===== config.mk =====
export PLATFORM = sky130hd
export DESIGN_NAME = video_timing
export DESIGN_NICKNAME = d
export VERILOG_FILES = /design/src/logic/video_pkg.sv /design/src/logic/video_timing.sv
export SDC_FILE = /design/constraint.sdc
export NUM_CORES = 1
export LEC_CHECK = 0
export BUFFER_PORTS_ARGS = -buffer_cell sky130_fd_sc_hd__buf_4
export CELL_PAD_IN_SITES_DETAIL_PLACEMENT = 0
export CELL_PAD_IN_SITES_GLOBAL_PLACEMENT = 1
export CORE_ASPECT_RATIO = 1.4
export CORE_MARGIN = 8
export CORE_UTILIZATION = 35
export DETAILED_ROUTE_END_ITERATION = 6
export PLACE_DENSITY_LB_ADDON = 0.15
export REMOVE_ABC_BUFFERS = 1
export SLEW_MARGIN = 20
export SYNTH_ARGS = -nofsm -noshare
export SYNTH_HDL_FRONTEND = slang
export SYNTH_SLANG_ARGS = --single-unit

===== constraint.sdc =====
create_clock -name clk_25_2m -period 2.07 [get_ports clk_25_2m]
set_clock_uncertainty 0.05 [all_clocks]
set_input_delay 0 -clock clk_25_2m [delete_from_list [all_inputs] [get_ports clk_25_2m]]
set_output_delay 0 -clock clk_25_2m [all_outputs]
set_load 0.05 [all_outputs]

===== src/logic/video_pkg.sv =====
package video_pkg;

	// ====================
	// Pixel and byte types
	// ====================

	typedef logic [23:0] pixel_t;      // RGB888, red in [23:16], blue in [7:0]
	typedef logic [7:0]  cam_byte_t;   // One byte off the OV7670 data bus

	// Raster counter width, enough for any common format
	localparam int COORD_BITS = 12;

	// ====================
	// 640x480p defaults
	// ====================

	// Horizontal, in pixel clocks
	localparam int DEF_H_ACTIVE = 640;
	localparam int DEF_H_FP     = 16;
	localparam int DEF_H_SYNC   = 96;
	localparam int DEF_H_BP     = 48;

	// Vertical, in lines
	localparam int DEF_V_ACTIVE = 480;
	localparam int DEF_V_FP     = 10;
	localparam int DEF_V_SYNC   = 2;
	localparam int DEF_V_BP     = 33;

	// Pixel FIFO, power of two
	localparam int DEF_FIFO_DEPTH = 1024;

	// Drop and underrun counter width
	localparam int DROP_BITS = 16;

	// ====================
	// Colours
	// ====================

	localparam pixel_t BLACK = 24'h000000;   // Shown on underrun and in blanking

endpackage


===== src/logic/video_timing.sv =====
`timescale 1ns/10ps

module video_timing #(
	parameter int H_ACTIVE = video_pkg::DEF_H_ACTIVE,   // Visible pixels per line
	parameter int H_FP     = video_pkg::DEF_H_FP,
	parameter int H_SYNC   = video_pkg::DEF_H_SYNC,
	parameter int H_BP     = video_pkg::DEF_H_BP,
	parameter int V_ACTIVE = video_pkg::DEF_V_ACTIVE,   // Visible lines per frame
	parameter int V_FP     = video_pkg::DEF_V_FP,
	parameter int V_SYNC   = video_pkg::DEF_V_SYNC,
	parameter int V_BP     = video_pkg::DEF_V_BP
) (
	input  logic clk_25_2m,
	input  logic reset,
	output logic raw_de,   // Active video, combinational
	output logic raw_hs,   // Active low
	output logic raw_vs    // Active low
);
	import video_pkg::*;

	// ====================
	// Raster boundaries
	// ====================

	// Line and frame order: active, front porch, sync, back porch
	localparam int H_TOTAL = H_ACTIVE + H_FP + H_SYNC + H_BP;
	localparam int V_TOTAL = V_ACTIVE + V_FP + V_SYNC + V_BP;

	localparam logic [COORD_BITS-1:0] H_LAST       = COORD_BITS'(H_TOTAL - 1);
	localparam logic [COORD_BITS-1:0] H_DE_END     = COORD_BITS'(H_ACTIVE);
	localparam logic [COORD_BITS-1:0] H_SYNC_START = COORD_BITS'(H_ACTIVE + H_FP);
	localparam logic [COORD_BITS-1:0] H_SYNC_END   = COORD_BITS'(H_ACTIVE + H_FP + H_SYNC);

	localparam logic [COORD_BITS-1:0] V_LAST       = COORD_BITS'(V_TOTAL - 1);
	localparam logic [COORD_BITS-1:0] V_DE_END     = COORD_BITS'(V_ACTIVE);
	localparam logic [COORD_BITS-1:0] V_SYNC_START = COORD_BITS'(V_ACTIVE + V_FP);
	localparam logic [COORD_BITS-1:0] V_SYNC_END   = COORD_BITS'(V_ACTIVE + V_FP + V_SYNC);

	logic [COORD_BITS-1:0] h_count;   // Pixel within the line
	logic [COORD_BITS-1:0] v_count;   // Line within the frame
	logic                  h_wrap;
	logic                  v_wrap;

	assign h_wrap = (h_count == H_LAST);
	assign v_wrap = (v_count == V_LAST);

	// ====================
	// Counters
	// ====================
	// Both start at zero, first active pixel right after reset
	always_ff @(posedge clk_25_2m) begin
		if (!reset) begin
			h_count <= '0;
			v_count <= '0;
		end else if (h_wrap) begin
			h_count <= '0;
			if (v_wrap)
				v_count <= '0;                   // New frame
			else
				v_count <= v_count + 1'b1;       // Next line
		end else begin
			h_count <= h_count + 1'b1;
		end
	end

	// ====================
	// Decode
	// ====================

	assign raw_de = (h_count < H_DE_END) && (v_count < V_DE_END);

	// Sync pulses low inside their window
	assign raw_hs = !((h_count >= H_SYNC_START) && (h_count < H_SYNC_END));
	assign raw_vs = !((v_count >= V_SYNC_START) && (v_count < V_SYNC_END));

	// Horizontal sync sits wholly in blanking for any legal parameter set
	a_de_not_in_hsync: assert property (@(posedge clk_25_2m) disable iff (!reset)
		raw_de |-> raw_hs);

endmodule


# ---- Yosys cells after proc, flatten, opt, wreduce, memory -nomap -nowiden
# Index checks and enable logic that the tools add are counted.
dict set report totals {
  register_bits 24
  wordCells 20
}
dict set report op_classes {
  add_sub_neg 2
  order_cmp 6
  n_eq_ne 2
  n_mux 1
  bitwise 1
  reduce_logical 6
}
# operator n
set op_table {}
lappend op_table {{12-bit by 1-bit adder with 12-bit output (second input constant)} 2}
lappend op_table {{12-bit by 10-bit equality test with 1-bit output (second input constant)} 2}
lappend op_table {{12-bit by 10-bit < comparator with 1-bit output (second input constant)} 2}
lappend op_table {{12-bit by 9-bit < comparator with 1-bit output (second input constant)} 2}
lappend op_table {{12-bit by 10-bit >= comparator with 1-bit output (second input constant)} 1}
lappend op_table {{12-bit by 9-bit >= comparator with 1-bit output (second input constant)} 1}
lappend op_table {{12-bit two-way mux} 1}
lappend op_table {{1-bit logical AND} 3}
lappend op_table {{1-bit logical NOT} 2}
lappend op_table {{2-bit OR reduction} 1}
lappend op_table {{1-bit inverter} 1}

# ---- Longest topological paths before layout
dict set report logic_depth {
  ltp_word 3
  ltp_mapped 8
  ltp_nobuf 6
}

# ---- Least setup slack after synthesis
# Ideal clock, no wire load.
dict set report synth_timing {
  path_kind {reg2reg}
  from {register h_count[5]}
  to {register v_count[11]}
  setup_ps 66
  arrival_ps 2046
  t_required_ps 1954
  slack_ps -93
  path_stages_with_launch 7
  path_cell_list {dfxtp_1 -> buf_6 -> or4_1 -> or4_1 -> buf_2 -> or4_4 -> a21oi_2}
}
dict set report synth_between {
  elab_chain_len 1
}
# element line_no
set synth_lines {}
lappend synth_lines {{start: declaration} video_timing.sv:39} ;# logic [COORD_BITS-1:0] h_count;
lappend synth_lines {{start signal: assignment} video_timing.sv:62} ;# h_count <= h_count + 1'b1;
lappend synth_lines {{12-bit by 10-bit equality test with 1-bit output} video_timing.sv:44} ;# assign h_wrap = (h_count == H_LAST);
lappend synth_lines {{end signal: assignment} video_timing.sv:60} ;# v_count <= v_count + 1'b1;
lappend synth_lines {{end: declaration} video_timing.sv:40} ;# logic [COORD_BITS-1:0] v_count;
# Every way passes these cells.
# A chain may end at the register's enable or synchronous reset.

# ---- Final worst setup path
dict set report layout_timing {
  from {register h_count[10]}
  to {register v_count[11]}
}
# Same word-level chain as after synthesis.

==> run metrics <==
GRT overflow 0; clock latency on the worst-skew pair 270 ps; Die Area 5630 um^2; Finish-stage setup viols 5; pre-CTS setup slack -137 ps; Die Span X between 60 and 70 um; H-tree levels 1; violated checks setup timing; R2R Setup Slk -50 ps; TritonRoute pass-1 iters 4; Main synth FF type dfxtp_1; crit path max fanout 7; Max Cap Viol 0; hpwl dp roughly 2200 um; most used cell, CP or4_4; Seq/Total Area, Yosys between 30 and 40%; Yosys cell types 29; max incr delay on CP 540 ps; Final Wtd Congestion 0.770; worst slew pin tran roughly 340 ps; GR Util met3 2.35%; clock root buffer clkbuf_8; WHS Path Cells 2; PwrDens roughly 520 nW/um^2; Worst setup EP type flop; most frequent cell after synthesis dfxtp_1; Placeable Area 3350 um^2; Leak 0.540 nW; GR peak layer met2; cell count after synthesis 148; CTS tree built; worst hold-check path type flop to flop; # IOs 5; max-slew violations 0; DR vias/cell ~5.2; Synth top area share about two fifths; CP startpoint kind flop; CP arrival 2280 ps; async set-reset flop share out of synthesis 0%; Synth top cells by count dfxtp_1 (24), nor2_1 (17), nand3_1 (12); ANT cells 0; Clk pin slew, worst setup/hold paths 90 ps; largest net degree at the start of global routing 13; Worst R2R Path Depth 4; Num CTS Buffers 3; Clock Path Buffers 2; area of the mapped netlist 1210 um^2; maximum vdd drop around 0.34 mV; row count 25; Worst Setup Path Type flop to flop; Synth Register Bits 24; Synth area leaders dfxtp_1 (40%), xnor2_1 (6.5%), nor2_1 (5.3%); share of cells above drive strength 1 between 20% and 30%; Hold Vio Cnt, Final 0; final core utilization between 40% and 50%; number of flops mapped to enable cells by yosys 0; Post-Route WL 2830 um; met2 GRT Util between 20% and 30%; CTS sink count 24; outcome complete, but fails checks; initial detailed-routing violation count 29; detailed-route via count 1100; largest area contributor in the netlist dfxtp_1; worst flop-to-flop path startpoint h_count[10]$_SDFF_PP0_; crit path time final about 2100 ps; first-pass GRT wire length 5020 um; antenna violations before repair 0; YS warnings 0; GR Util All Layers approximately 11%; vias in the first global route 1115; drt drc 0; Max Fclk around 470 MHz; M1 GR Usage a little under an eighth; synthesized area per cell roughly 8 um^2; endpoint with the worst hold slack v_count[1]$_SDFFE_PN0N_; RR Endpoint v_count[11]$_SDFFE_PN0N_; fin worst setup slack -51.1 ps; Final period util 102%; fin nets 180; CP Data Required Time between 2000 and 2500 ps; Rel. slew slack ~77%; count of buffers from port buffering 4; Crit-path slowest cell or4_4; RSZ-0062 raised after global routing yes; die height between 80 and 90 um; critical-path cell list or4_4 -> or4_4 -> or4_4 -> a21oi_2; Initial Util between 30 and 40%; DR WL/cell about 13 um; area grow syn2layout 25.7%; min-delay src v_count[1]$_SDFFE_PN0N_; antenna viol nets, final 0
==> state kept, by name, summed over array words and instances, names as in the netlist <==
| signal | cells |
|---|---|
| h_count | 12 |
| v_count | 12 |
==> how the worst max path moves through the flow <==
stage                                start                  endpoint  slack [ps]  cells after the start
finish              h_count[10]$_SDFF_PP0_  v_count[11]$_SDFFE_PN0N_         -50                      4
global route        h_count[10]$_SDFF_PP0_  v_count[11]$_SDFFE_PN0N_        -110                      4
CTS                 h_count[10]$_SDFF_PP0_  v_count[11]$_SDFFE_PN0N_         -50                      4
detailed placement  h_count[10]$_SDFF_PP0_  v_count[11]$_SDFFE_PN0N_        -140                      4
global placement    h_count[10]$_SDFF_PP0_   v_count[8]$_SDFFE_PN0N_         -90                      5
floorplan            h_count[0]$_SDFF_PP0_   v_count[0]$_SDFFE_PN0N_        -590                      5
==> routing by layer <==
layer	part of all wire (%)	routed length (um)
met1	42	1180
met2	54	1540
met3	2.5	70
met4	1.7	47
met5	0	0
==> report_power, final <==
group / leakage, nW / internal, mW / switching, mW
clock network: 0.0216 / 0.130 / 0.151
registers: 0.194 / 0.466 / 0.00264
logic: 0.324 / 0.0216 / 0.0210
==> cell type report <==
class	instances	area [um^2]
tap	40	50.0
fill	352	1820
inverter	6	22.5
multi-input combinational	112	702
clock buffer	3	41.3
timing repair buffer	27	225
sequential	24	482
==> logic make-up after synthesis <==
family / Yosys count / synth area share, %
simple gates: 74 / 32.4
flops: 24 / 39.7
compound gates: 23 / 10.6
buf+inv: 12 / 5.16
xor+xnor: 11 / 7.96
fa+ha+maj: 4 / 4.13
==> cells in the final DEF, fill, tap and decap left out, types with 3 or more instances in the layout <==
cell type  netlist  routed
inv_1            6       6
and2_1           4       4
dfxtp_1         24      23
nand4_1          5       5
or3_1            7       5
o21ai_0          9       9
nor2_1          17      17
nand3_1         12      12
nand2_1         11      11
nor3_1           4       4
or4_4            1       3
xnor2_1          9       9
buf_4            0      23
a21oi_1          9       6
ha_1             4       4
clkbuf_8         0       3
a21oi_2          1       4
==> through the flow <==
step | power [mW] | area, um^2 | TNS (ps) | std cells | hold slack (ps)
2_1_floorplan | 0.495 | 1170 | -6310 | 142 | 71.7
3_3_place_gp | 0.519 | 1420 | -714 | 207 | 222
3_5_place_dp | 0.520 | 1420 | -1270 | 207 | 240
4_1_cts | 0.798 | 1480 | -245 | 211 | 437
5_1_grt | 0.828 | 1520 | -758 | 212 | 481
6_report | 0.793 | 1520 | -100 | 212 | 433
==> repair_timing <==
item,in CTS,in global routing
setup buffers,0,1
hold buffers,1,0
setup endpoints to repair,12,12
pin swaps,2,6
gates resized for setup,4,8
hold endpoints to repair,4,0
==> critical path: cells and delay by family, from the launching register on <==
kind / cells / cell delay (ps)
AO/OA/AOI/OAI: 1 / 130
flip-flops: 1 / 330
AND/OR/NAND/NOR: 3 / 1550
Power figures use the tool's default switching activity.
