### src/logic/video_pkg.sv
package video_pkg;

	// ====================
	// Pixel and byte types
	// ====================

	typedef logic [23:0] pixel_t;      // RGB888, red in [23:16], blue in [7:0]
	typedef logic [7:0]  cam_byte_t;   // One byte off the OV7670 data bus

	// Raster counter width, enough for any common format
	localparam int COORD_BITS = 12;

	// ====================
	// 640x480p defaults
	// ====================

	// Horizontal, in pixel clocks
	localparam int DEF_H_ACTIVE = 640;
	localparam int DEF_H_FP     = 16;
	localparam int DEF_H_SYNC   = 96;
	localparam int DEF_H_BP     = 48;

	// Vertical, in lines
	localparam int DEF_V_ACTIVE = 480;
	localparam int DEF_V_FP     = 10;
	localparam int DEF_V_SYNC   = 2;
	localparam int DEF_V_BP     = 33;

	// Pixel FIFO, power of two
	localparam int DEF_FIFO_DEPTH = 1024;

	// Drop and underrun counter width
	localparam int DROP_BITS = 16;

	// ====================
	// Colours
	// ====================

	localparam pixel_t BLACK = 24'h000000;   // Shown on underrun and in blanking

endpackage

### src/logic/cam_capture.sv
`timescale 1ns/10ps

module cam_capture (
	input  logic                              clk_25_2m,
	input  logic                              reset,
	input  logic                              cam_pclk,     // Camera pixel clock, async
	input  logic                              cam_href,     // High while a line is sent
	input  logic                              cam_vsync,    // High during frame blanking
	input  video_pkg::cam_byte_t              cam_data,
	input  logic                              fifo_full,
	output logic                              fifo_wr,
	output video_pkg::pixel_t                 fifo_wdata,
	output logic [video_pkg::DROP_BITS-1:0]   drop_count
);
	import video_pkg::*;

	logic [1:0] pclk_sync, href_sync, vsync_sync;   // Two-flop synchronizers, [1] is safe
	cam_byte_t  data_meta, data_s;                  // Data rides the same two stages
	logic       pclk_prev;                          // For the rising edge detect
	logic       pclk_rise;
	logic       lo_phase;                           // Next byte is the low byte
	logic       pair_done;                          // Low byte taken last cycle
	cam_byte_t  hi_byte, lo_byte;

	// RGB565 to RGB888, top bits of each field repeat into the bottom
	function automatic pixel_t expand565(input cam_byte_t hi, input cam_byte_t lo);
		logic [4:0] r5;
		logic [5:0] g6;
		logic [4:0] b5;
		r5 = hi[7:3];
		g6 = {hi[2:0], lo[7:5]};
		b5 = lo[4:0];
		return {r5, r5[4:2], g6, g6[5:4], b5, b5[4:2]};
	endfunction

	// ====================
	// Pin synchronizers
	// ====================
	always_ff @(posedge clk_25_2m) begin
		if (!reset) begin
			pclk_sync  <= '0;
			href_sync  <= '0;
			vsync_sync <= '0;
			pclk_prev  <= 1'b0;   // No false edge straight out of reset
		end else begin
			pclk_sync  <= {pclk_sync[0], cam_pclk};
			href_sync  <= {href_sync[0], cam_href};
			vsync_sync <= {vsync_sync[0], cam_vsync};
			pclk_prev  <= pclk_sync[1];
		end
	end

	always_ff @(posedge clk_25_2m) begin
		data_meta <= cam_data;
		data_s    <= data_meta;
	end

	assign pclk_rise = pclk_sync[1] & ~pclk_prev;

	// ====================
	// Byte pairing
	// ====================
	// Phase clears in VSYNC and whenever HREF is low, so the first byte after
	// an HREF rise is always a high byte even after an odd byte count
	always_ff @(posedge clk_25_2m) begin
		if (!reset) begin
			lo_phase  <= 1'b0;
			pair_done <= 1'b0;
		end else begin
			pair_done <= 1'b0;                     // One-cycle pulse
			if (vsync_sync[1] || !href_sync[1]) begin
				lo_phase <= 1'b0;
			end else if (pclk_rise) begin
				lo_phase  <= ~lo_phase;
				pair_done <= lo_phase;             // Pair complete on the low byte
			end
		end
	end

	always_ff @(posedge clk_25_2m) begin
		if (pclk_rise && href_sync[1] && !vsync_sync[1]) begin
			if (lo_phase)
				lo_byte <= data_s;                 // RGB565 bits 7:0
			else
				hi_byte <= data_s;                 // RGB565 bits 15:8
		end
	end

	// ====================
	// FIFO write or drop
	// ====================
	always_ff @(posedge clk_25_2m) begin
		if (!reset) begin
			fifo_wr    <= 1'b0;
			drop_count <= '0;
		end else begin
			fifo_wr <= pair_done & ~fifo_full;
			if (pair_done && fifo_full && drop_count != '1)
				drop_count <= drop_count + 1'b1;   // Saturates at all ones
		end
	end

	always_ff @(posedge clk_25_2m) begin
		if (pair_done)
			fifo_wdata <= expand565(hi_byte, lo_byte);
	end

	// Camera cannot be stalled, a full FIFO must turn the pixel into a drop
	a_no_wr_when_full: assert property (@(posedge clk_25_2m) disable iff (!reset)
		fifo_wr |-> !fifo_full);

endmodule

### config.mk
export PLATFORM = sky130hd
export DESIGN_NAME = cam_capture
export DESIGN_NICKNAME = d
export VERILOG_FILES = /design/src/logic/video_pkg.sv /design/src/logic/cam_capture.sv
export SDC_FILE = /design/constraint.sdc
export NUM_CORES = 1
export LEC_CHECK = 0
export ABC_AREA = 1
export ABC_CLOCK_PERIOD_IN_PS = 5150
export BUFFER_PORTS_ARGS = -buffer_cell sky130_fd_sc_hd__clkbuf_2
export CORE_AREA = 5 5 88 90
export CTS_BUF_LIST = sky130_fd_sc_hd__clkbuf_8
export DETAILED_ROUTE_END_ITERATION = 7
export DIE_AREA = 0 0 93 95
export PLACE_DENSITY = 0.66
export SLEW_MARGIN = 20
export SYNTH_ARGS = -nofsm -noshare
export SYNTH_HDL_FRONTEND = slang
export SYNTH_SLANG_ARGS = --single-unit
### constraint.sdc
create_clock -name clk_25_2m -period 5.15 [get_ports clk_25_2m]
set_clock_uncertainty 0.1 [all_clocks]
set_input_delay 1.03 -clock clk_25_2m [delete_from_list [all_inputs] [get_ports clk_25_2m]]
set_output_delay 1.03 -clock clk_25_2m [all_outputs]
set_load 0.01 [all_outputs]
Yosys cells after proc, flatten, opt, wreduce, memory -nomap -nowiden. Cells that the tools add are included. Widths: inputs -> output; s select.

Reduce and logical (&&, ||, !) cells: 11. Bitwise logic cells: 7. Multiply operators: 0. Eq/ne operators: 1. $add $sub $neg: 1. Shift-type cells: 0. Div/mod/pow operators: 0. Magnitude comparators: 0. Mux-type cells: 0.

Operators with widths (number): $add 16x1->16 const B (1); $ne 16x16->1 const B (1); $not 1->1 (5); $logic_and 1x1->1 (4); $reduce_and 2->1 (2); $reduce_or 3->1 (1); $and 1x1->1 (2); $logic_not 1->1 (2); $reduce_or 2->1 (1); $logic_or 1x1->1 (1).

Output and inout port bits: 41. Bits in writable memories: 0. Bits in read-only memories: 0. Input port bits: 14. Bits in registers: 82. Logic and storage cells: 33. Memories: 0. Bits in latches: 0.

Depth between registers and ports, before layout.
Depth after elaboration: 5. Depth in mapped cells: 9. Gate-level depth less buffers: 9.

Worst setup path before layout. No wires, ideal clock.

Path kind: input to register. From: input fifo_full. To: register drop_count[9] in the netlist's numbering. Path buffers: 0. Cell stages on the path: 7. Setup slack: 3.151 ns. Data arrival time: 1.784 ns. Data required time: 4.935 ns. Setup time: 0.115 ns. Cell sequence: nand2_1 > nor2_1 > nand2_1 > nor2_1 > nand3_1 > nand2_1 > nor2_1.

Longest elaborated chain between the ends: 2.

RTL lines: start, declared (RTL line cam_capture.sv:10) `input logic fifo_full,`; $logic_and 1x1->1 (2 in a row) (RTL line cam_capture.sv:98) `if (pair_done && fifo_full && drop_count != '1)`; end signal, assigned (RTL line cam_capture.sv:99) `drop_count <= drop_count + 1'b1;`; end, declared (RTL line cam_capture.sv:13) `output logic [video_pkg::DROP_BITS-1:0] drop_count`.

No other way between the ends. A chain may end at the register's enable or synchronous reset.

Final worst setup path.
From: register pair_done. To: register drop_count[13] in the netlist's numbering.

Longest elaborated chain between the ends: 2.

RTL lines: start, declared (RTL line cam_capture.sv:22) `logic pair_done;`; start signal, assigned (RTL line cam_capture.sv:75) `pair_done <= lo_phase;`; $logic_and 1x1->1 (2 in a row) (RTL line cam_capture.sv:98).

No other way between the ends.

==> results_dict.tcl <==
set metrics [dict create \
    ir_drop_v 0.000132 \
    gp_congestion 0.811 \
    ys_warn_count 0 \
    synthTopCellsByArea "edfxtp_1 (37%), dfxtp_1 (32%), nand2_1 (8.1%)" \
    hold_viol 0 \
    slew_headroom_pct 48.6 \
    hpwl_um 3200 \
    cp.required_ns 5.28 \
    grt_pass1_vias 1652 \
    worstPathBufferInverterCount 0 \
    multi_input_area_um2 619 \
    drc 0 \
    seq_area_um2 1800 \
    synth_nets 265 \
    netlist.area_leader.share_pct 36.8 \
    nets 321 \
    clockBufferDepth 2 \
    syn-cell-area_um2 2610 \
    antenna_left 0 \
    crit_fanout 18 \
    reg2regPathDepth 7 \
    crit_chain "nand2_1, nor2_1, nand2_1, nor2_1, nand3_1, nand2_1, nor2_1" \
    p_leak_nw 1.31 \
    synthDistinctLibCells 22 \
    crit_path_end_kind "register" \
    max_stage_delay_ns 0.82 \
    cts_htree_levels 3 \
    rsz0062_at_grt "no" \
    die_area_um2 8840 \
    outcome "finished, final reports clean" \
    muxShareOfSynthArea_pct 0 \
    grt_pass1_wl_um 7470 \
    drt_first_pass_iters 4 \
    clk_pin_slew_worst_paths_ns 0.08 \
    die-width_um 93 \
    yosysSeqAreaShare_pct 69.1 \
    fillers 688 \
    cts_sinks 74 \
    dieHeight_um 95 \
    critPathSlowestCell "dfxtp_1" \
    via_per_inst 4.42 \
    crit_arrival_ns 2.31 \
    antennaDiodeCount 0 \
    synth-xor-area-share_pct 0 \
    core_um2 6980 \
    crit_end "drop_count[13]" \
    areaGrowthSynthToFinish_pct 19.8 \
    num_io_pins 55 \
    grtUsageTotal_pct 11.1 \
    synth-seq-cells 74 \
    syn_area_per_cell_um2 10.4 \
    hp-class "register to register" \
    vias 1738 \
    r2r-end "drop_count[13]" \
    cp.depth 7 \
    start_util_pct 37.4 \
    synth-compound-area-share_pct 2.59 \
    tritoncts "done" \
    power_density_nw_per_um2 350 \
    cts_resized 0 \
    rows 31 \
    r2r-start "pair_done" \
    cts_buffers 9 \
    numPortBuffers 54 \
    finalSetupViolCount 0 \
    finalCritPeriodShare_pct 42.2 \
    crit_type "register to register" \
    antenna_found_initial 0 \
    startpoint "pair_done" \
    netlist_instances 250 \
    grt_max_degree 25 \
    setup-tns-final_ns 0 \
    post_cts_buffers 0 \
    synth_simple_gate_area_share_pct 20.7 \
    postCtsHoldBufs 0 \
    power_w 0.00109 \
    cpLargestDelayFamily "simple AND/OR/NAND/NOR gates" \
    worst_pin_slew_ns 0.770 \
    period_needed_ns 2.17 \
    drive_above_1_share_pct 26.4 \
    drt_iter0_markers 68 \
    synth_top_family_by_area "simple AND/OR/NAND/NOR gates" \
    synth_top_cell_by_area "edfxtp_1" \
    synth_fa_ha_area_share_pct 0.480 \
    r2r_setup_slack_ns 2.98 \
    overflow 0 \
    clk_latency_ns 0.34 \
    cp-start-kind "register" \
    root_buffer "clkbuf_8" \
    wire_per_inst_um 11.3 \
    max-cap-violations 0 \
    routed_wl_um 4440 \
    fmax_mhz 460 \
    maxSlewViolCount 0 \
]
[cell usage after synthesis]
master	number
nand2_1	56
dfxtp_1	42
nor2_1	38
edfxtp_1	32
inv_1	28
nand3_1	12
a21oi_1	8
buf_4	8
nand2_2	3
nor2_2	3
nor2_4	3
nor3_1	3
o21ai_0	3
clkbuf_1	2
nand4_1	2
buf_6	1
clkinv_1	1
ha_1	1
nand4_4	1
nor4_1	1
o21ai_1	1
o21bai_1	1
[cells in the final DEF (no fill, tap or decap), types with 2 or more instances in the layout]
master / Yosys / routed
inv_1: 28 / 28
nor2_1: 38 / 38
nand2_1: 56 / 56
a21oi_1: 8 / 8
nor2_2: 3 / 3
clkbuf_2: 0 / 54
inv_6: 0 / 3
nand4_1: 2 / 2
nand3_1: 12 / 12
o21ai_0: 3 / 3
edfxtp_1: 32 / 32
clkbuf_8: 0 / 9
nand2_2: 3 / 3
dfxtp_1: 42 / 42
nor3_1: 3 / 3
nor2_4: 3 / 3
buf_4: 8 / 2
[routing by layer]
layer / share of wire (%) / track usage [%] / up-vias / wire [um]
met3: 4.6 / 2.63 / 11 / 202
met1: 41 / 11.8 / 788 / 1820
met5: 0 / 0 / - / 0
li1: - / - / 905 / -
met2: 51 / 19.3 / 34 / 2280
met4: 3.1 / 7.81 / 0 / 136
[stage by stage]
stage                     hold WS [ns]  setup slack [ns]  util [%]  cell area (um2)  cells
after CTS                        0.232              2.94      44.8             3130    393
after global placement           0.210              2.93      41.8             2920    377
after floorplan                  0.210              3.15         -             2610    250
after global routing             0.234              2.67      44.8             3130    393
final                            0.231              2.98      44.8             3130    393
after detailed placement         0.212              2.86      41.8             2920    377
[sequential cells by signal (all words and copies together) (netlist names), 8 cells and up]
register    cells
data_s          8
lo_byte         8
hi_byte         8
fifo_wdata     16
drop_count     16
data_meta       8
[final cells by class]
class	instances	area share, %
Sequential cell	74	57.6
Multi-Input combinational cell	136	19.8
Tap cell	82	3.28
Timing Repair Buffer	56	9.13
Clock buffer	9	3.96
Inverter	29	3.48
Clock inverter	7	2.68
[power breakdown]
group / switching [W] / internal, W / leakage (nW) / total (W)
clock network: 0.000226 / 0.000233 / 0.103 / 0.000458
logic: 0.00000782 / 0.00000584 / 0.572 / 0.0000137
registers: 0.00000271 / 0.000618 / 0.633 / 0.000621
total: 0.000236 / 0.000857 / 1.31 / 0.00109
[logic make-up (layout without fill, tap and decap cells)]
kind of cell             Yosys count  count (layout)
adder cells (fa/ha/maj)            1               1
buffers and inverters             40             101
flip-flops                        74              74
AO/OA/AOI/OAI                     13              13
AND/OR/NAND/NOR                  122             122
[how the worst min path moves through the flow]
stage / from / to / cells after the start
5_1_grt: data_meta[3] / data_s[3] / 0
2_1_floorplan: data_meta[0] / data_s[0] / 0
3_5_place_dp: data_meta[6] / data_s[6] / 0
6_report: data_meta[6] / data_s[6] / 0
4_1_cts: data_meta[6] / data_s[6] / 0
3_3_place_gp: data_meta[6] / data_s[6] / 0
No activity file was read; power rests on OpenSTA's default activity.
