$ cat src/logic/video_pkg.sv
package video_pkg;

	// ====================
	// Pixel and byte types
	// ====================

	typedef logic [23:0] pixel_t;      // RGB888, red in [23:16], blue in [7:0]
	typedef logic [7:0]  cam_byte_t;   // One byte off the OV7670 data bus

	// Raster counter width, enough for any common format
	localparam int COORD_BITS = 12;

	// ====================
	// 640x480p defaults
	// ====================

	// Horizontal, in pixel clocks
	localparam int DEF_H_ACTIVE = 640;
	localparam int DEF_H_FP     = 16;
	localparam int DEF_H_SYNC   = 96;
	localparam int DEF_H_BP     = 48;

	// Vertical, in lines
	localparam int DEF_V_ACTIVE = 480;
	localparam int DEF_V_FP     = 10;
	localparam int DEF_V_SYNC   = 2;
	localparam int DEF_V_BP     = 33;

	// Pixel FIFO, power of two
	localparam int DEF_FIFO_DEPTH = 1024;

	// Drop and underrun counter width
	localparam int DROP_BITS = 16;

	// ====================
	// Colours
	// ====================

	localparam pixel_t BLACK = 24'h000000;   // Shown on underrun and in blanking

endpackage

$ cat src/logic/pixel_scanout.sv
`timescale 1ns/10ps

module pixel_scanout (
	input  logic                             clk_25_2m,
	input  logic                             reset,
	input  logic                             raw_de,
	input  logic                             raw_hs,
	input  logic                             raw_vs,
	input  video_pkg::pixel_t                fifo_rdata,
	input  logic                             fifo_empty,
	output logic                             fifo_rd,      // Pops the head this cycle
	output logic                             hdmi_de,
	output logic                             hdmi_hs,
	output logic                             hdmi_vs,
	output video_pkg::pixel_t                hdmi_d,
	output logic                             underrun,     // Black shown for lack of data
	output logic [video_pkg::DROP_BITS-1:0]  underrun_count
);
	import video_pkg::*;

	logic starved;   // Active cycle with nothing to show

	// One pixel per active cycle, only if there is one
	assign fifo_rd = raw_de & ~fifo_empty;
	assign starved = raw_de & fifo_empty;

	// ====================
	// HDMI output register
	// ====================
	// Every output leaves through this one stage, so DE, syncs and data stay aligned
	always_ff @(posedge clk_25_2m) begin
		if (!reset) begin
			hdmi_de        <= 1'b0;
			hdmi_hs        <= 1'b1;    // Syncs idle high
			hdmi_vs        <= 1'b1;
			hdmi_d         <= BLACK;
			underrun       <= 1'b0;
			underrun_count <= '0;
		end else begin
			hdmi_de  <= raw_de;
			hdmi_hs  <= raw_hs;
			hdmi_vs  <= raw_vs;
			hdmi_d   <= fifo_rd ? fifo_rdata : BLACK;   // Blanking and underrun show black
			underrun <= starved;
			if (starved && underrun_count != '1)
				underrun_count <= underrun_count + 1'b1;  // Saturates
		end
	end

endmodule

$ cat config.mk
export PLATFORM = sky130hd
export DESIGN_NAME = pixel_scanout
export DESIGN_NICKNAME = d
export VERILOG_FILES = /design/src/logic/video_pkg.sv /design/src/logic/pixel_scanout.sv
export SDC_FILE = /design/constraint.sdc
export NUM_CORES = 1
export LEC_CHECK = 0
export BUFFER_PORTS_ARGS = -buffer_cell sky130_fd_sc_hd__buf_4
export CORE_MARGIN = 2
export CORE_UTILIZATION = 49
export CTS_BUF_LIST = sky130_fd_sc_hd__clkbuf_4 sky130_fd_sc_hd__clkbuf_8 sky130_fd_sc_hd__clkbuf_16
export DETAILED_ROUTE_END_ITERATION = 12
export GPL_ROUTABILITY_DRIVEN = 0
export GPL_TIMING_DRIVEN = 0
export PLACE_DENSITY = 0.83
export SYNTH_ARGS = -nofsm -noshare
export SYNTH_HDL_FRONTEND = slang
export SYNTH_SLANG_ARGS = --single-unit
$ cat constraint.sdc
create_clock -name clk_25_2m -period 3.45 [get_ports clk_25_2m]
set_input_delay 0.345 -clock clk_25_2m [delete_from_list [all_inputs] [get_ports clk_25_2m]]
set_output_delay 0.345 -clock clk_25_2m [all_outputs]
set_load 0.02 [all_outputs]
======== Yosys cells after proc, flatten, opt, wreduce, memory -nomap -nowiden ========
Index checks and enable logic that the tools add are counted.
operators by class
  add/sub/neg operators ................... 1
  eq/ne operators ......................... 1
  bitwise gates (word level) .............. 3
  reduce and logical (&&, ||, !) cells .... 2
operators by type and width
  kind                     count
  $add A16 B1 Y16 const B  1
  $ne A16 B16 Y1 const B   1
  $and A1 B1 Y1            2
  $reduce_and A2 Y1        1
  $logic_and A1 B1 Y1      1
  $not A1 Y1               1
storage, ports and cells
  bits in registers ....................... 44
  bits of input ports ..................... 30
  word-level logic and storage cells ...... 13

======== Depth between registers and ports, before layout ========
Gate-level depths: netlist of run 1.
  depth in word-level cells ............... 3
  gate-level depth with buffers ........... 6

======== Worst setup path before layout of run 1 ========
No wires, ideal clock.
  path type ............................... register to register
  from .................................... register underrun_count[0] in the netlist's numbering
  to ...................................... register underrun_count[10] in the netlist's numbering
  library setup time ...................... 0.070 ns
  arrival ................................. 1.945 ns
  setup slack ............................. 1.435 ns
  stages on the path, launching flop included .. 7
  cells stage by stage .................... dfxtp_1 -> ha_1 -> nand4_2 -> or3_1 -> clkbuf_2 -> or4_1 -> a21boi_1
between the ends
  word-level cells in the longest chain between the ends .. 2
  elaborated cells on any way between the ends .. 3
  classes of those cells .................. add/sub: 1; eq/ne: 1; reduce/logical: 1
RTL lines
  item                                                                     line                 RTL
  start, declared                                                          pixel_scanout.sv:17  output logic [video_pkg::DROP_BITS-1:0] underrun_count
  start signal, assigned                                                   pixel_scanout.sv:46  underrun_count <= underrun_count + 1'b1;
  parallel branches: the longest is 2 deep, another holds $add A16 B1 Y16  n/a
Several ways; the timed one is not identified.
A chain may end at the register's enable or synchronous reset.

======== Worst setup path in the final report of run 1 ========
Ends and elaborated chain as after synthesis.

==> results of run 1 <==
how the worst min path moves through the flow:
stage | start | to | slack, ns | depth (start not counted)
after floorplan | raw_hs | hdmi_hs$_SDFF_PN1_ | 0.45 | 1
after global placement | underrun_count[15]$_SDFFE_PN0P_ | underrun_count[15]$_SDFFE_PN0P_ | 0.48 | 2
after detailed placement | underrun_count[15]$_SDFFE_PN0P_ | underrun_count[15]$_SDFFE_PN0P_ | 0.50 | 2
after CTS | raw_vs | hdmi_vs$_SDFF_PN1_ | 0.15 | 2
after global routing | fifo_rdata[16] | hdmi_d[16]$_SDFF_PN0_ | 0.15 | 2
final | raw_vs | hdmi_vs$_SDFF_PN1_ | 0.16 | 2
kinds of logic after synthesis:
kind of cell | count (synthesis)
multiplexers | 3
AO/OA/AOI/OAI | 24
AND/OR/NAND/NOR | 77
buffers and inverters | 8
adder cells (fa/ha/maj) | 1
flip-flops | 44
sequential cells by signal, indices dropped and copies added (netlist names):
signal          count
hdmi_de             1
underrun            1
hdmi_hs             1
underrun_count     16
hdmi_vs             1
hdmi_d             24
synth_stat cells:
library cell	instances	area share
sky130_fd_sc_hd__nor4_2	1	0.0077
sky130_fd_sc_hd__nor2_1	2	0.0046
sky130_fd_sc_hd__nand3_1	8	0.025
sky130_fd_sc_hd__o31a_1	1	0.0054
sky130_fd_sc_hd__a21boi_1	5	0.023
sky130_fd_sc_hd__nor4_1	2	0.0077
sky130_fd_sc_hd__nand2b_1	4	0.015
sky130_fd_sc_hd__nand2_1	10	0.023
sky130_fd_sc_hd__o21bai_1	1	0.0046
sky130_fd_sc_hd__or2_2	1	0.0039
sky130_fd_sc_hd__o21a_1	1	0.0046
sky130_fd_sc_hd__o311a_1	1	0.0062
sky130_fd_sc_hd__buf_2	2	0.0062
sky130_fd_sc_hd__or3_1	4	0.015
sky130_fd_sc_hd__o221a_2	1	0.0069
sky130_fd_sc_hd__ha_1	1	0.0077
sky130_fd_sc_hd__or4_1	5	0.023
sky130_fd_sc_hd__nand4_1	4	0.015
sky130_fd_sc_hd__o211ai_1	2	0.0093
sky130_fd_sc_hd__buf_6	1	0.0069
sky130_fd_sc_hd__mux2i_1	3	0.019
sky130_fd_sc_hd__o21ai_0	4	0.012
sky130_fd_sc_hd__dlygate4sd1_1	1	0.0054
sky130_fd_sc_hd__clkbuf_2	1	0.0031
sky130_fd_sc_hd__dfxtp_1	44	0.54
sky130_fd_sc_hd__nor3b_1	1	0.0046
sky130_fd_sc_hd__nor3_1	2	0.0062
sky130_fd_sc_hd__and2_1	25	0.096
sky130_fd_sc_hd__and4_1	1	0.0054
sky130_fd_sc_hd__or4b_2	2	0.012
sky130_fd_sc_hd__or4_2	1	0.0054
sky130_fd_sc_hd__and2b_1	2	0.0093
sky130_fd_sc_hd__and3_1	1	0.0039
sky130_fd_sc_hd__a21boi_0	3	0.014
sky130_fd_sc_hd__clkbuf_1	3	0.0069
sky130_fd_sc_hd__nand4_2	1	0.0077
sky130_fd_sc_hd__o31ai_1	5	0.023
area by class of cell:
cell class	instances	share of cell area
sequential	44	0.380
multi-input combinational	105	0.300
timing repair buffer	74	0.240
tap	44	0.0238
clock inverter	3	0.0200
buffer	8	0.0200
clock buffer	5	0.0162
critical path, cell delays in order (launching register included):
cell and delay, ns:
sky130_fd_sc_hd__dfxtp_1 0.45, sky130_fd_sc_hd__ha_1 0.24, sky130_fd_sc_hd__nand4_2 0.22, sky130_fd_sc_hd__or3_1 0.41
sky130_fd_sc_hd__clkbuf_2 0.16, sky130_fd_sc_hd__or4_1 0.40, sky130_fd_sc_hd__a21boi_1 0.16
where the power goes:
group | internal [mW] | switching (mW)
Combinational | 0.0457 | 0.0373
Sequential | 0.519 | 0.00460
Clock | 0.155 | 0.172
through the flow:
step / instances / hold WS, ns
after floorplan: 157 / 0.446
after global placement: 275 / 0.476
after detailed placement: 275 / 0.495
after CTS: 283 / 0.153
after global routing: 283 / 0.149
final: 283 / 0.163
cell usage in the layout, fill, tap and decap left out, types with 4 or more instances in the layout:
cell and instances:
sky130_fd_sc_hd__or4_1 5, sky130_fd_sc_hd__buf_4 74, sky130_fd_sc_hd__nand2_1 10, sky130_fd_sc_hd__and2_1 25, sky130_fd_sc_hd__dfxtp_1 44, sky130_fd_sc_hd__clkbuf_4 5, sky130_fd_sc_hd__a21boi_1 5, sky130_fd_sc_hd__or3_1 4
sky130_fd_sc_hd__o31ai_1 5, sky130_fd_sc_hd__nand2b_1 4, sky130_fd_sc_hd__nand3_1 8, sky130_fd_sc_hd__o21ai_0 4, sky130_fd_sc_hd__nand4_1 4
routing by layer:
layer / up-vias / global-route usage / wire length, um
met4: 0 / 0.0942 / 46
met1: 657 / 0.241 / 1470
met5: - / 0 / 0
li1: 722 / - / -
met2: 62 / 0.370 / 1860
met3: 5 / 0.0819 / 397
==> impl_metrics.tcl, run 1 <==
set metrics [dict create \
    synth_cells 157 \
    worst_r2r_endpoint "underrun_count[10]$_SDFFE_PN0P_" \
    cts.clk_slew.worst_paths_ns 0.13 \
    setup_ws_ns 1.35 \
    grt_antenna_before_repair 0 \
    synth_xor_area_frac 0 \
    worst_setup_path_start_kind "flop" \
    postSynthNetCount 188 \
    synth-simple-area-share 0.292 \
    multi_input_comb_area_sq_um 694 \
    critPathRequiredTime_ns 3.74 \
    max_clock_freq_mhz 476 \
    timing.setup.critical_path_class "flop to flop" \
    power_density_nw_per_um2 403 \
    endpoints_failing_hold 0 \
    via_count_of_the_first_global_routing_pass 1380 \
    number_of_gates_resized_after_cts 0 \
    final_max_slew_viol_count 0 \
    global_route_usage_over_all_layers 0.217 \
    portBuffers 74 \
    syn_area_per_cell_sq_um 10.3 \
    period_share 0.609 \
    power.ir.vdd_worst_mv 0.293 \
    fp.dieH_um 61.5 \
    status "finished clean" \
    placementRows 20 \
    grt_first_pass_wirelength_um 6010 \
    cap_violations 0 \
    drive_gt1_frac 0.389 \
    dp_slack_ns 1.38 \
    tritoncts_num_sinks 44 \
    vias_per_cell 5.11 \
    synth-compound-area-share 0.110 \
    nets 269 \
    post_synth_mux_area_share 0.0185 \
    die_width_um 61.5 \
    dpl-instance-area_sq_um 2230 \
    drcViolationCount 0 \
    crit_fanout 7 \
    cts_inserted_buffers 5 \
    final_area_sq_um 2320 \
    tns_ns 0 \
    slew-limit-headroom 0.709 \
    core-area_sq_um 3100 \
    drt_pre_antenna_iters 4 \
    seqCellArea_sq_um 881 \
    timing.reg2reg.worst_path_depth 6 \
    syn-cell-area_sq_um 1620 \
    fillCellCount 258 \
    drt.antenna.violating_nets 0 \
    worst_setup_path_endpoint "underrun_count[10]$_SDFFE_PN0P_" \
    cp_data_arrival_time_ns 2.39 \
    clock_tree.htree_level_count 2 \
    routed-via-count 1446 \
    drt-initial-drc-count 92 \
    fin_skew_ns 0.00705 \
    setup_slack_reg_to_reg_ns 1.35 \
    n_antenna_cell 0 \
    sequential_to_total_area_share_from_yosys_stat 0.543 \
    tritoncts_clock_tree "built" \
    end_kind "flop" \
    netlist-cell-type-count 37 \
    dp_hpwl_um 2910 \
    maximum_number_of_pins_on_one_net_before_global_route_repair 16 \
    post_cts_setup_buffers 0 \
    clock_tree.root_cell "sky130_fd_sc_hd__clkbuf_4" \
    die_area_sq_um 3790 \
    synthesis_stage_register_bit_count 44 \
    rsz_0062_raised_after_global_routing "no" \
    finalPower_uw 934 \
    clock_latency_ns 0.36 \
    detail_route.wirelength_um 3780 \
    yosys_warnings 0 \
    io-pin-count 75 \
    layout.core_utilization 0.746 \
    cts_buffer_depth 2 \
    grt_remaining_overflow 0 \
    p_leak_nw 1.00 \
    setup-violations-final 0 \
    postCtsHoldBufs 0 \
    syn_to_final_growth_pct 42.8 \
    post_drt_wl_per_cell_um 13.3 \
    synth_adder_area_share 0.00772 \
    tightestPinTransition_ns 0.433 \
    start_util 0.523 \
    worstReg2RegStart "underrun_count[0]$_SDFFE_PN0P_" \
    startpoint "underrun_count[0]$_SDFFE_PN0P_" \
    hold_class "input port to flop" \
    synth_top_family_by_area "simple AND/OR/NAND/NOR gates" \
    min_period_ns 2.10 \
]
Note: power is estimated with default switching activity, not from simulation.
==> run 2, diff against run 1 <==
--- a/config.mk
+++ b/config.mk
@@ -7,12 +7,12 @@
 export LEC_CHECK = 0
 export BUFFER_PORTS_ARGS = -buffer_cell sky130_fd_sc_hd__buf_4
 export CORE_MARGIN = 2
-export CORE_UTILIZATION = 49
+export CORE_UTILIZATION = 45
 export CTS_BUF_LIST = sky130_fd_sc_hd__clkbuf_4 sky130_fd_sc_hd__clkbuf_8 sky130_fd_sc_hd__clkbuf_16
 export DETAILED_ROUTE_END_ITERATION = 12
 export GPL_ROUTABILITY_DRIVEN = 0
 export GPL_TIMING_DRIVEN = 0
-export PLACE_DENSITY = 0.83
+export PLACE_DENSITY = 0.77
 export SYNTH_ARGS = -nofsm -noshare
 export SYNTH_HDL_FRONTEND = slang
 export SYNTH_SLANG_ARGS = --single-unit
==> constraint.sdc (replaced) <==
create_clock -name clk_25_2m -period 2 [get_ports clk_25_2m]
set_input_delay 0.2 -clock clk_25_2m [delete_from_list [all_inputs] [get_ports clk_25_2m]]
set_output_delay 0.2 -clock clk_25_2m [all_outputs]
set_load 0.02 [all_outputs]
==> run 2 against run 1 <==
  * Non-clock buffer count did not move
  * Routed wire length rose by 1.4%
  * Setup slack got worse by 1.2 ns
  * Critical path type unchanged
  * Largest power group unchanged
  * Highest routed layer unchanged
==> impl_metrics.tcl, run 2 (same netlist as run 1, synthesis figures left out) <==
set metrics [dict create \
    status "finished clean" \
    worst_path_max_delay_cell "sky130_fd_sc_hd__or4_1" \
    nets 269 \
    grt_antenna_before_repair 0 \
    detail_route.wirelength_um 3830 \
    drt_pre_antenna_iters 5 \
    clock_tree.htree_level_count 2 \
    setup_ws_ns 0.117 \
    setup-violations-final 0 \
    min_period_ns 1.88 \
    final_area_sq_um 2310 \
    layout_commonest_cell "sky130_fd_sc_hd__buf_4" \
    fp.dieH_um 64.0 \
    die_width_um 64.0 \
    largest-register "hdmi_d" \
    drcViolationCount 0 \
    p_leak_nw 0.995 \
    tns_ns 0 \
    dp_slack_ns 0.0197 \
    worst_setup_path_start_kind "flop" \
    max_clock_freq_mhz 531 \
    power.ir.vdd_worst_mv 0.552 \
    fillCellCount 291 \
    power_density_nw_per_um2 626 \
    period_share 0.942 \
    endpoints_failing_hold 0 \
    tightestPinTransition_ns 0.411 \
    grt_use_met2 0.341 \
    placementRows 21 \
    maximum_number_of_pins_on_one_net_before_global_route_repair 14 \
    cts_inserted_buffers 5 \
    slew-limit-headroom 0.724 \
    multi_input_comb_area_sq_um 716 \
    grt_first_pass_wirelength_um 6020 \
    tritoncts_clock_tree "built" \
    start_util 0.478 \
    grt_remaining_overflow 0 \
    crit_fanout 7 \
    cts_buffer_depth 2 \
    drive_gt1_frac 0.399 \
    cts.clk_slew.worst_paths_ns 0.12 \
    largestRegisters "hdmi_d (24), underrun_count (16)" \
    syn_to_final_growth_pct 42.5 \
    tritoncts_num_sinks 44 \
    dpl-instance-area_sq_um 2240 \
    global_route_usage_over_all_layers 0.191 \
    n_antenna_cell 0 \
    seqCellArea_sq_um 886 \
    globalRouteMet3Util 0.0563 \
    crit_path_cell_trace "nand3_1 -> or4_1 -> buf_2 -> or3_1 -> a21boi_1" \
    core-area_sq_um 3390 \
    via_count_of_the_first_global_routing_pass 1389 \
    cap_violations 0 \
    fin_skew_ns 0.00484 \
    die_area_sq_um 4100 \
    gr-usage-met1 0.208 \
    portBuffers 74 \
    layout.core_utilization 0.682 \
    drt.antenna.violating_nets 0 \
    finalHoldWorstSlack_ns 0.0243 \
    largest_register_ff_count 24 \
    clock_latency_ns 0.35 \
    io-pin-count 75 \
    rsz_0062_raised_after_global_routing "yes" \
    vias_per_cell 5.13 \
    timing.setup.critical_path_class "flop to flop" \
    dp_hpwl_um 2980 \
    clock_tree.root_cell "sky130_fd_sc_hd__clkbuf_4" \
    final_max_slew_viol_count 0 \
    most_frequent_cells_in_the_layout "sky130_fd_sc_hd__buf_4, sky130_fd_sc_hd__dfxtp_1, sky130_fd_sc_hd__and2_1" \
    critPathMaxStageDelay_ns 0.52 \
    post_drt_wl_per_cell_um 13.5 \
    end_kind "flop" \
    top_usage_layer "met2" \
    cp_data_arrival_time_ns 2.17 \
    critPathRequiredTime_ns 2.29 \
    hold_class "input port to flop" \
    routed-via-count 1456 \
    drt-initial-drc-count 76 \
]
run 2: worst paths after layout:
check | from | end | slack, ns | depth (start not counted)
setup reg to reg | underrun_count[2]$_SDFFE_PN0P_ | underrun_count[13]$_SDFFE_PN0P_ | 0.12 | 5
hold / removal | raw_hs | hdmi_hs$_SDFF_PN1_ | 0.02 | 2
hold reg to reg | underrun_count[15]$_SDFFE_PN0P_ | underrun_count[15]$_SDFFE_PN0P_ | 0.51 | 2
setup / recovery | underrun_count[2]$_SDFFE_PN0P_ | underrun_count[13]$_SDFFE_PN0P_ | 0.12 | 5
run 2: worst max-delay path: cells and delay by family (launching register included):
kind / cells / cell delay [ns]
compound gates: 1 / 0.14
buf+inv: 1 / 0.17
flops: 1 / 0.51
simple gates: 3 / 1.00
run 2: stage by stage:
| stage | instances | power (mW) |
|---|---|---|
| after floorplan | 157 | 0.981 |
| after global placement | 277 | 1.06 |
| after detailed placement | 277 | 1.07 |
| after CTS | 284 | 1.46 |
| after global routing | 284 | 1.52 |
| final | 284 | 1.45 |
run 2: area by class of cell:
class | instances | share of cell area
clock buffer | 5 | 0.0162
timing repair buffer | 74 | 0.240
multi-input combinational | 105 | 0.310
sequential | 44 | 0.383
buffer | 8 | 0.0200
tap | 46 | 0.0249
clock inverter | 2 | 0.00541
run 2: timing repair:
action                                  CTS  global route
endpoints found under the hold margin     0             0
hold buffers                              0             0
endpoints found under the setup margin    1            10
cloned                                    0             0
resized for setup                         1             3
setup buffers                             0             0
run 2: report_power, final:
part | internal, mW | switching [mW]
clock | 0.128 | 0.269
sequential | 0.895 | 0.00898
combinational | 0.0796 | 0.0646
run 2: routing by layer:
metal	vias to the layer above	share of wire
met1	670	0.38
li1	720	-
met4	0	0.015
met3	7	0.079
met5	-	0
met2	59	0.53
